### config.mk
export PLATFORM = sky130hd
export DESIGN_NAME = pc_io_board
export DESIGN_NICKNAME = d
export VERILOG_FILES = /design/src/logic/pc_io_pkg.sv /design/src/logic/axi_request_capture.sv /design/src/logic/io_cycle_fifo.sv /design/src/logic/io_cycle_executor.sv /design/src/logic/board_control_regs.sv /design/src/logic/pc_io_board.sv
export SDC_FILE = /design/constraint.sdc
export NUM_CORES = 1
export LEC_CHECK = 0
export BUFFER_PORTS_ARGS = -buffer_cell sky130_fd_sc_hd__buf_2
export CORE_AREA = 2 2 132 134
export CTS_CLUSTER_SIZE = 8
export DETAILED_ROUTE_END_ITERATION = 8
export DIE_AREA = 0 0 134 136
export SYNTH_ARGS = -nofsm -noshare
export SYNTH_HDL_FRONTEND = slang
export SYNTH_SLANG_ARGS = --single-unit
### constraint.sdc
create_clock -name clk -period 5.57 [get_ports clk]
set_clock_uncertainty 0.2 [all_clocks]
set_input_delay 0.557 -clock clk [delete_from_list [all_inputs] [get_ports clk]]
set_output_delay 0.557 -clock clk [all_outputs]
set_load 0.1 [all_outputs]
### src/logic/pc_io_pkg.sv
package pc_io_pkg;

   localparam int IO_ADDR_W        = 10;
   localparam int BYTE_W           = 8;
   localparam int AXI_ADDR_W       = 12;
   localparam int AXI_DATA_W       = 32;
   localparam int CYCLE_FIFO_DEPTH = 4;
   localparam int CYCLE_PTR_W      = $clog2(CYCLE_FIFO_DEPTH);
   localparam int PAGE_W           = 4;

   localparam logic [BYTE_W-1:0] UNCLAIMED_DATA = 8'hFF;  // Open bus value
   localparam logic [1:0]        AXI_RESP_OKAY  = 2'b00;

   // Port groups of 32 ports each, from port bits 7:5
   typedef enum logic [2:0] {
      GRP_DMA      = 3'd0,  // 0x000
      GRP_PIC      = 3'd1,  // 0x020
      GRP_TIMER    = 3'd2,  // 0x040
      GRP_PPI      = 3'd3,  // 0x060
      GRP_DMA_PAGE = 3'd4,  // 0x080
      GRP_NMI_MASK = 3'd5,  // 0x0A0
      GRP_UNUSED_6 = 3'd6,
      GRP_UNUSED_7 = 3'd7
   } io_group_e;

   typedef enum logic [2:0] {
      REG_PPI_A, REG_PPI_B, REG_PPI_C, REG_NMI_MASK, REG_PAGE, REG_NONE
   } board_reg_e;

   // PPI port B, bit 7 down to bit 0
   typedef struct packed {
      logic sw1_sel;      // Port A shows switch bank 1
      logic spare;
      logic ch_ck_dis;    // Clears and blocks channel check latch
      logic par_chk_dis;  // Clears and blocks parity latch
      logic motor_off;    // Cassette motor
      logic sw2_hi_sel;   // Upper switch bank 2 nibble on port C
      logic spkr_data;
      logic spkr_gate;
   } port_b_t;

   typedef struct packed {
      logic                 write;
      logic                 byte_en;
      logic [IO_ADDR_W-1:0] port;
      logic [BYTE_W-1:0]    data;
   } io_cycle_t;

   typedef struct packed {
      logic                  awvalid;
      logic [AXI_ADDR_W-1:0] awaddr;
      logic                  wvalid;
      logic [AXI_DATA_W-1:0] wdata;
      logic [3:0]            wstrb;
      logic                  bready;
      logic                  arvalid;
      logic [AXI_ADDR_W-1:0] araddr;
      logic                  rready;
   } axi_lite_req_t;

   typedef struct packed {
      logic                  awready;
      logic                  wready;
      logic                  arready;
      logic                  bvalid;
      logic [1:0]            bresp;
      logic                  rvalid;
      logic [AXI_DATA_W-1:0] rdata;
      logic [1:0]            rresp;
   } axi_lite_rsp_t;

endpackage

### src/logic/axi_request_capture.sv
`timescale 1ns/10ps

module axi_request_capture (
   input  logic                     clk,
   input  logic                     reset_n,
   input  pc_io_pkg::axi_lite_req_t axi_req_i,
   input  logic                     full_i,
   output logic                     awready_o,
   output logic                     wready_o,
   output logic                     arready_o,
   output logic                     push_o,
   output pc_io_pkg::io_cycle_t     cycle_o
);

   import pc_io_pkg::*;

   logic      wr_pair;
   logic      can_accept;
   logic      wr_accept;
   logic      rd_accept;
   io_cycle_t next_cycle;

   assign wr_pair = axi_req_i.awvalid && axi_req_i.wvalid;

   // full_i does not yet count a push still in flight, so hold off for it
   assign can_accept = !full_i && !push_o;

   assign wr_accept = wr_pair && can_accept;
   assign rd_accept = axi_req_i.arvalid && !wr_pair && can_accept;  // Write wins a tie

   assign awready_o = wr_accept;
   assign wready_o  = wr_accept;
   assign arready_o = rd_accept;

   // One port per 32-bit word, port byte in lane 0
   always_comb begin
      next_cycle = '0;
      if (wr_pair) begin
         next_cycle.write   = 1'b1;
         next_cycle.byte_en = axi_req_i.wstrb[0];
         next_cycle.port    = axi_req_i.awaddr[AXI_ADDR_W-1:2];
         next_cycle.data    = axi_req_i.wdata[BYTE_W-1:0];
      end else begin
         next_cycle.byte_en = 1'b1;
         next_cycle.port    = axi_req_i.araddr[AXI_ADDR_W-1:2];
      end
   end

   always_ff @(posedge clk) begin
      if (reset_n == 1'b0) begin
         push_o <= 1'b0;
      end else begin
         push_o <= wr_accept || rd_accept;
      end
   end

   always_ff @(posedge clk) begin
      if (wr_accept || rd_accept) begin
         cycle_o <= next_cycle;
      end
   end

endmodule

### src/logic/io_cycle_fifo.sv
`timescale 1ns/10ps

module io_cycle_fifo (
   input  logic                 clk,
   input  logic                 reset_n,
   input  logic                 push_i,
   input  pc_io_pkg::io_cycle_t cycle_i,
   input  logic                 pop_i,
   output pc_io_pkg::io_cycle_t head_o,
   output logic                 full_o,
   output logic                 empty_o
);

   import pc_io_pkg::*;

   io_cycle_t              mem [CYCLE_FIFO_DEPTH];
   logic [CYCLE_PTR_W-1:0] wr_ptr;
   logic [CYCLE_PTR_W-1:0] rd_ptr;
   logic [CYCLE_PTR_W:0]   count;
   logic                   do_push;
   logic                   do_pop;

   assign full_o  = (count == (CYCLE_PTR_W+1)'(CYCLE_FIFO_DEPTH));
   assign empty_o = (count == '0);
   assign do_push = push_i && !full_o;
   assign do_pop  = pop_i && !empty_o;
   assign head_o  = mem[rd_ptr];

   always_ff @(posedge clk) begin
      if (do_push) begin
         mem[wr_ptr] <= cycle_i;
      end
   end

   always_ff @(posedge clk) begin
      if (reset_n == 1'b0) begin
         wr_ptr <= '0;
         rd_ptr <= '0;
         count  <= '0;
      end else begin
         if (do_push) begin
            wr_ptr <= (wr_ptr == CYCLE_PTR_W'(CYCLE_FIFO_DEPTH - 1)) ? '0 : wr_ptr + 1'b1;
         end
         if (do_pop) begin
            rd_ptr <= (rd_ptr == CYCLE_PTR_W'(CYCLE_FIFO_DEPTH - 1)) ? '0 : rd_ptr + 1'b1;
         end
         count <= count + do_push - do_pop;  // Both at once leaves it unchanged
      end
   end

endmodule

### src/logic/io_cycle_executor.sv
`timescale 1ns/10ps

module io_cycle_executor (
   input  logic                                  clk,
   input  logic                                  reset_n,
   input  pc_io_pkg::io_cycle_t                  head_i,
   input  logic                                  empty_i,
   input  logic                                  bready_i,
   input  logic                                  rready_i,
   input  logic [pc_io_pkg::BYTE_W-1:0]          rdata_i,
   output logic                                  pop_o,
   output logic                                  reg_wr_o,
   output pc_io_pkg::board_reg_e                 reg_sel_o,
   output logic [1:0]                            page_idx_o,
   output logic [pc_io_pkg::BYTE_W-1:0]          wdata_o,
   output logic                                  bvalid_o,
   output logic [1:0]                            bresp_o,
   output logic                                  rvalid_o,
   output logic [pc_io_pkg::AXI_DATA_W-1:0]      rdata_o,
   output logic [1:0]                            rresp_o
);

   import pc_io_pkg::*;

   io_group_e         group;
   logic              in_range;
   board_reg_e        sel;
   logic [BYTE_W-1:0] rd_byte;

   assign group    = io_group_e'(head_i.port[7:5]);
   assign in_range = (head_i.port[9:8] == 2'b00);  // Ports 0x100 and up have no decoder

   always_comb begin
      sel = REG_NONE;
      if (in_range) begin
         case (group)
            GRP_PPI: begin
               case (head_i.port[1:0])
                  2'd0:    sel = REG_PPI_A;
                  2'd1:    sel = REG_PPI_B;
                  2'd2:    sel = REG_PPI_C;
                  default: sel = REG_NONE;
               endcase
            end
            GRP_DMA_PAGE: sel = REG_PAGE;
            GRP_NMI_MASK: sel = REG_NMI_MASK;  // Mirrored over the whole group
            default:      sel = REG_NONE;      // DMA, PIC, timer have no device here
         endcase
      end
      if (head_i.write && !head_i.byte_en) begin
         sel = REG_NONE;
      end
   end

   // One response slot, refill only once it drains
   assign pop_o      = !empty_i && !bvalid_o && !rvalid_o;
   assign reg_wr_o   = pop_o && head_i.write;
   assign reg_sel_o  = sel;
   assign page_idx_o = head_i.port[1:0];
   assign wdata_o    = head_i.data;

   assign rd_byte = (sel == REG_NONE) ? UNCLAIMED_DATA : rdata_i;

   always_ff @(posedge clk) begin
      if (reset_n == 1'b0) begin
         bvalid_o <= 1'b0;
         rvalid_o <= 1'b0;
      end else begin
         if (bvalid_o && bready_i) begin
            bvalid_o <= 1'b0;
         end
         if (rvalid_o && rready_i) begin
            rvalid_o <= 1'b0;
         end
         if (pop_o) begin
            if (head_i.write) begin
               bvalid_o <= 1'b1;
            end else begin
               rvalid_o <= 1'b1;
            end
         end
      end
   end

   always_ff @(posedge clk) begin
      if (pop_o && !head_i.write) begin
         rdata_o <= AXI_DATA_W'(rd_byte);  // Zero-extended from lane 0
      end
   end

   assign bresp_o = AXI_RESP_OKAY;
   assign rresp_o = AXI_RESP_OKAY;

endmodule

### src/logic/board_control_regs.sv
`timescale 1ns/10ps

module board_control_regs (
   input  logic                              clk,
   input  logic                              reset_n,
   input  logic                              reg_wr_i,
   input  pc_io_pkg::board_reg_e             reg_sel_i,
   input  logic [1:0]                        page_idx_i,
   input  logic [pc_io_pkg::BYTE_W-1:0]      wdata_i,
   input  logic [pc_io_pkg::BYTE_W-1:0]      sw1_i,
   input  logic [pc_io_pkg::BYTE_W-1:0]      sw2_i,
   input  logic                              par_err_i,
   input  logic                              io_ch_ck_i,
   input  logic [1:0]                        dma_chan_i,
   output logic [pc_io_pkg::BYTE_W-1:0]      rdata_o,
   output logic [pc_io_pkg::PAGE_W-1:0]      dma_page_o,
   output logic                              nmi_o,
   output logic                              spkr_gate_o,
   output logic                              spkr_data_o,
   output logic                              motor_off_o
);

   import pc_io_pkg::*;

   port_b_t     port_b;
   logic        nmi_mask;
   logic        par_latch;
   logic        ch_ck_latch;
   logic [3:0]  sw2_nibble;
   logic [PAGE_W-1:0] page_regs [4];  // One per DMA channel

   // CPU writes, A and C are input ports so their writes fall through
   always_ff @(posedge clk) begin
      if (reset_n == 1'b0) begin
         port_b   <= '0;
         nmi_mask <= 1'b0;
         for (int i = 0; i < 4; i++) begin
            page_regs[i] <= '0;
         end
      end else if (reg_wr_i) begin
         case (reg_sel_i)
            REG_PPI_B:    port_b <= port_b_t'(wdata_i);
            REG_NMI_MASK: nmi_mask <= wdata_i[7];
            REG_PAGE:     page_regs[page_idx_i] <= wdata_i[PAGE_W-1:0];
            default:      ;
         endcase
      end
   end

   // Error latches, held clear while their disable bit is set
   always_ff @(posedge clk) begin
      if (reset_n == 1'b0) begin
         par_latch   <= 1'b0;
         ch_ck_latch <= 1'b0;
      end else begin
         if (port_b.par_chk_dis) begin
            par_latch <= 1'b0;
         end else if (par_err_i) begin
            par_latch <= 1'b1;
         end

         if (port_b.ch_ck_dis) begin
            ch_ck_latch <= 1'b0;
         end else if (io_ch_ck_i) begin
            ch_ck_latch <= 1'b1;
         end
      end
   end

   assign nmi_o      = nmi_mask && (par_latch || ch_ck_latch);
   assign dma_page_o = page_regs[dma_chan_i];

   assign spkr_gate_o = port_b.spkr_gate;
   assign spkr_data_o = port_b.spkr_data;
   assign motor_off_o = port_b.motor_off;

   assign sw2_nibble = port_b.sw2_hi_sel ? sw2_i[7:4] : sw2_i[3:0];

   always_comb begin
      case (reg_sel_i)
         REG_PPI_A:    rdata_o = port_b.sw1_sel ? sw1_i : '0;  // No keyboard behind it
         REG_PPI_B:    rdata_o = port_b;
         REG_PPI_C:    rdata_o = {par_latch, ch_ck_latch, 2'b00, sw2_nibble};
         REG_NMI_MASK: rdata_o = {nmi_mask, 7'b0};
         default:      rdata_o = UNCLAIMED_DATA;  // Page registers are write-only
      endcase
   end

endmodule

### src/logic/pc_io_board.sv
`timescale 1ns/10ps

module pc_io_board (
   input  logic                              clk,
   input  logic                              reset_n,
   input  pc_io_pkg::axi_lite_req_t          axi_req_i,
   output pc_io_pkg::axi_lite_rsp_t          axi_rsp_o,
   input  logic [pc_io_pkg::BYTE_W-1:0]      sw1_i,
   input  logic [pc_io_pkg::BYTE_W-1:0]      sw2_i,
   input  logic                              par_err_i,
   input  logic                              io_ch_ck_i,
   input  logic [1:0]                        dma_chan_i,
   output logic [pc_io_pkg::PAGE_W-1:0]      dma_page_o,
   output logic                              nmi_o,
   output logic                              spkr_gate_o,
   output logic                              spkr_data_o,
   output logic                              motor_off_o
);

   import pc_io_pkg::*;

   logic              push;
   logic              full;
   logic              empty;
   logic              pop;
   io_cycle_t         push_cycle;
   io_cycle_t         head_cycle;
   logic              reg_wr;
   board_reg_e        reg_sel;
   logic [1:0]        page_idx;
   logic [BYTE_W-1:0] reg_wdata;
   logic [BYTE_W-1:0] reg_rdata;

   axi_request_capture i_axi_request_capture (
      .clk       (clk),
      .reset_n   (reset_n),
      .axi_req_i (axi_req_i),
      .full_i    (full),
      .awready_o (axi_rsp_o.awready),
      .wready_o  (axi_rsp_o.wready),
      .arready_o (axi_rsp_o.arready),
      .push_o    (push),
      .cycle_o   (push_cycle)
   );

   io_cycle_fifo i_io_cycle_fifo (
      .clk     (clk),
      .reset_n (reset_n),
      .push_i  (push),
      .cycle_i (push_cycle),
      .pop_i   (pop),
      .head_o  (head_cycle),
      .full_o  (full),
      .empty_o (empty)
   );

   io_cycle_executor i_io_cycle_executor (
      .clk        (clk),
      .reset_n    (reset_n),
      .head_i     (head_cycle),
      .empty_i    (empty),
      .bready_i   (axi_req_i.bready),
      .rready_i   (axi_req_i.rready),
      .rdata_i    (reg_rdata),
      .pop_o      (pop),
      .reg_wr_o   (reg_wr),
      .reg_sel_o  (reg_sel),
      .page_idx_o (page_idx),
      .wdata_o    (reg_wdata),
      .bvalid_o   (axi_rsp_o.bvalid),
      .bresp_o    (axi_rsp_o.bresp),
      .rvalid_o   (axi_rsp_o.rvalid),
      .rdata_o    (axi_rsp_o.rdata),
      .rresp_o    (axi_rsp_o.rresp)
   );

   board_control_regs i_board_control_regs (
      .clk         (clk),
      .reset_n     (reset_n),
      .reg_wr_i    (reg_wr),
      .reg_sel_i   (reg_sel),
      .page_idx_i  (page_idx),
      .wdata_i     (reg_wdata),
      .sw1_i       (sw1_i),
      .sw2_i       (sw2_i),
      .par_err_i   (par_err_i),
      .io_ch_ck_i  (io_ch_ck_i),
      .dma_chan_i  (dma_chan_i),
      .rdata_o     (reg_rdata),
      .dma_page_o  (dma_page_o),
      .nmi_o       (nmi_o),
      .spkr_gate_o (spkr_gate_o),
      .spkr_data_o (spkr_data_o),
      .motor_off_o (motor_off_o)
   );

endmodule

==> results.toml <==
[clock_tree]
insertion_delay_ps = 420
ctsHoldBuffers = 0
cts-resized-gates = 0
cts_setup_buffers = 0
ctsLongestPathBuffers = 2
cts_tree = "done"
htreeDepth = 4
clk_pin_slew_ps = 60
cts_made_buffers = 17
cts-root-buf = "clkbuf_16"
cts.sinks = 132

[synth]
synth_edf_count = 109
yosysWarnings = 0
synthArstFlopShare = 0
ys_seq_area_frac = 0.647
synth_cell_types = 51
netlist_instances = 395
synth_ff_type = "edfxtp_1"
synthesis.area_um2 = 5770
synth_seq_cells = 132
avgSynthCellArea_um2 = 14.6

[hold_path]
hp-class = "primary input to register"
whs_path_depth = 2

[worst_setup_path]
cp_num_buf_inv = 1
cp.required_ps = 5420
critPathMaxFanout = 22
crit_arrival_ps = 2940
cp_num_cells = 5
path_cells = "buf_4, mux4_1, nor3b_2, nand3_1, o21ai_0"
end_kind = "register"
rr_worst_depth = 5
start_kind = "register"
cp_top_family = "multiplexers"
cpPeakStageDelay_ps = 730
slowest_stage = "mux4_1"
critPathKind = "register to register"

[final_layout]
fin_util = 0.403
final_nets = 563
drive_gt1_frac = 0.289
stdcell_area_um2 = 6810
area_growth_pct = 18.0
fill_cells = 1592
n_antenna_cell = 0

[global_route]
grt_overflow_total = 0
grt_usage = 0.125
grt_pass1_wl_um = 17000
grt_antenna_before_repair = 0
grt_pass1_vias = 3290
grt_start_max_net_pins = 23

[sta]
setup_viol = 0
drv_slew = 0
fmax_mhz = 323
period_minus_slack_ps = 3090
worst_pin_slew_ps = 914
tns_ps = 0
fin_crit_sh = 0.555
rsz0062_at_grt = "no"
finalHoldViolations = 0
slew_headroom = 0.384

[placement]
gp_congestion = 0.849
portBuffers = 70
hpwl_um = 7520
place_area_um2 = 6210

[floorplanning]
coreArea_um2 = 16900
start_util = 0.342
floorplan.die.height_um = 136
die_width_um = 134
ios = 136
die_area_um2 = 18200
std_cell_rows = 48

[routing]
wl_um = 10800
vias_per_cell = 4.66
wl_per_cell_um = 15.4
drc = 0
dr.pass1.iters = 5
vias = 3287
antenna_left = 0
first_iter_violations = 122

[power]
p_total_w = 0.00322
ir_drop_mv = 0.248
powerDensity_nw_per_um2 = 473
p_leak_nw = 2.49

[flow_run]
cap_violations = 0

[status]
outcome = "completed"
cells in the mapped netlist, types with 8 or more instances:
| cell type | count | share of area |
|---|---|---|
| nand2b_1 | 8 | 0.0087 |
| mux2_2 | 15 | 0.029 |
| and2_1 | 9 | 0.0098 |
| nor3_1 | 16 | 0.014 |
| and3_1 | 8 | 0.0087 |
| dfxtp_1 | 23 | 0.080 |
| buf_4 | 33 | 0.043 |
| mux4_2 | 8 | 0.031 |
| nand2_1 | 21 | 0.014 |
| inv_1 | 16 | 0.010 |
| mux2i_1 | 14 | 0.024 |
| a21oi_1 | 8 | 0.0069 |
| o21ai_0 | 8 | 0.0069 |
| nor2_1 | 20 | 0.013 |
| edfxtp_1 | 109 | 0.57 |
cell usage in the layout (no fill, tap or decap), types with 6 or more instances in the layout:
cell / netlist / final
mux4_1: 6 / 6
clkbuf_16: 0 / 17
and2_1: 9 / 9
buf_2: 4 / 70
o21ai_0: 8 / 8
dfxtp_1: 23 / 23
nor3_1: 16 / 16
nand2_1: 21 / 21
and3_1: 8 / 8
conb_1: 1 / 28
mux4_2: 8 / 8
nor2_1: 20 / 20
a21oi_1: 8 / 8
inv_1: 16 / 16
mux2_2: 15 / 15
nand2b_1: 8 / 8
mux2i_1: 14 / 14
edfxtp_1: 109 / 109
nand4_1: 6 / 6
ha_1: 7 / 7
logic make-up (layout without fill, tap and decap cells):
group                    after synthesis  in the layout  synth area share
AND/OR/NAND/NOR                      112            112             0.108
AO/OA/AOI/OAI                         36             36            0.0473
XOR/XNOR                               2              2           0.00304
other                                  1             28          0.000650
flip-flops                           132            132             0.647
adder cells (fa/ha/maj)                8              8            0.0186
multiplexers                          43             43             0.112
buffers and inverters                 61            120            0.0633
power breakdown:
| part | internal (W) | switching [W] | total, W |
|---|---|---|---|
| clock | 0.000673 | 0.000439 | 0.00111 |
| combinational | 0.000228 | 0.000604 | 0.000832 |
| sequential | 0.00122 | 0.0000580 | 0.00128 |
path summary, 6_finish.rpt:
| kind | startpoint | endpoint | slack, ps |
|---|---|---|---|
| worst max-delay path | register | i_board_control_regs.page_regs[1][2] | 2480 |
| worst min-delay path | axi_req_i[15] | i_axi_request_capture.cycle_o[18] | 200 |
| worst max register to register | register | i_board_control_regs.page_regs[1][2] | 2480 |
| worst min register to register | i_board_control_regs.port_b[6] | i_board_control_regs.port_b[6] | 260 |
area by class of cell:
type | count | area, µm² | area share
timing repair buffer | 72 | 365 | 0.0537
inverter | 16 | 60.1 | 0.00882
clock inverter | 14 | 166 | 0.0244
sequential | 132 | 3730 | 0.548
multi-input combinational | 229 | 1770 | 0.260
tap | 225 | 282 | 0.0413
clock buffer | 18 | 429 | 0.0630
flip-flops by register name (all words and copies together), names as in the netlist, named ones only:
| name | count |
|---|---|
| i_io_cycle_fifo.mem | 68 |
| i_axi_request_capture.cycle_o | 17 |
| i_board_control_regs.page_regs | 16 |
| i_io_cycle_executor.rdata_o | 8 |
| i_board_control_regs.port_b | 5 |
| i_io_cycle_fifo.count | 3 |
| i_io_cycle_fifo.rd_ptr | 2 |
| i_io_cycle_fifo.wr_ptr | 2 |
| i_axi_request_capture.push_o | 1 |
| i_board_control_regs.ch_ck_latch | 1 |
| i_board_control_regs.motor_off_o | 1 |
| i_board_control_regs.nmi_mask | 1 |
| i_board_control_regs.par_latch | 1 |
| i_board_control_regs.spkr_data_o | 1 |
| i_board_control_regs.spkr_gate_o | 1 |
| i_io_cycle_executor.bvalid_o | 1 |
| i_io_cycle_executor.rvalid_o | 1 |
stage by stage:
| step | std cells | hold slack, ps | setup slack [ps] |
|---|---|---|---|
| global route | 706 | 208 | 2310 |
| finish | 706 | 199 | 2480 |
| detailed placement | 674 | 255 | 2480 |
| floorplan | 422 | 223 | 2980 |
| global placement | 674 | 254 | 2570 |
| CTS | 706 | 191 | 2460 |
per-layer routing:
metal,up-vias,GRT usage,wire [µm]
met5,-,0,0
met2,124,0.199,5030
met4,0,0.0567,178
li1,1582,-,-
met3,12,0.0362,664
met1,1569,0.160,4980
Power figures use the tool's default switching activity.
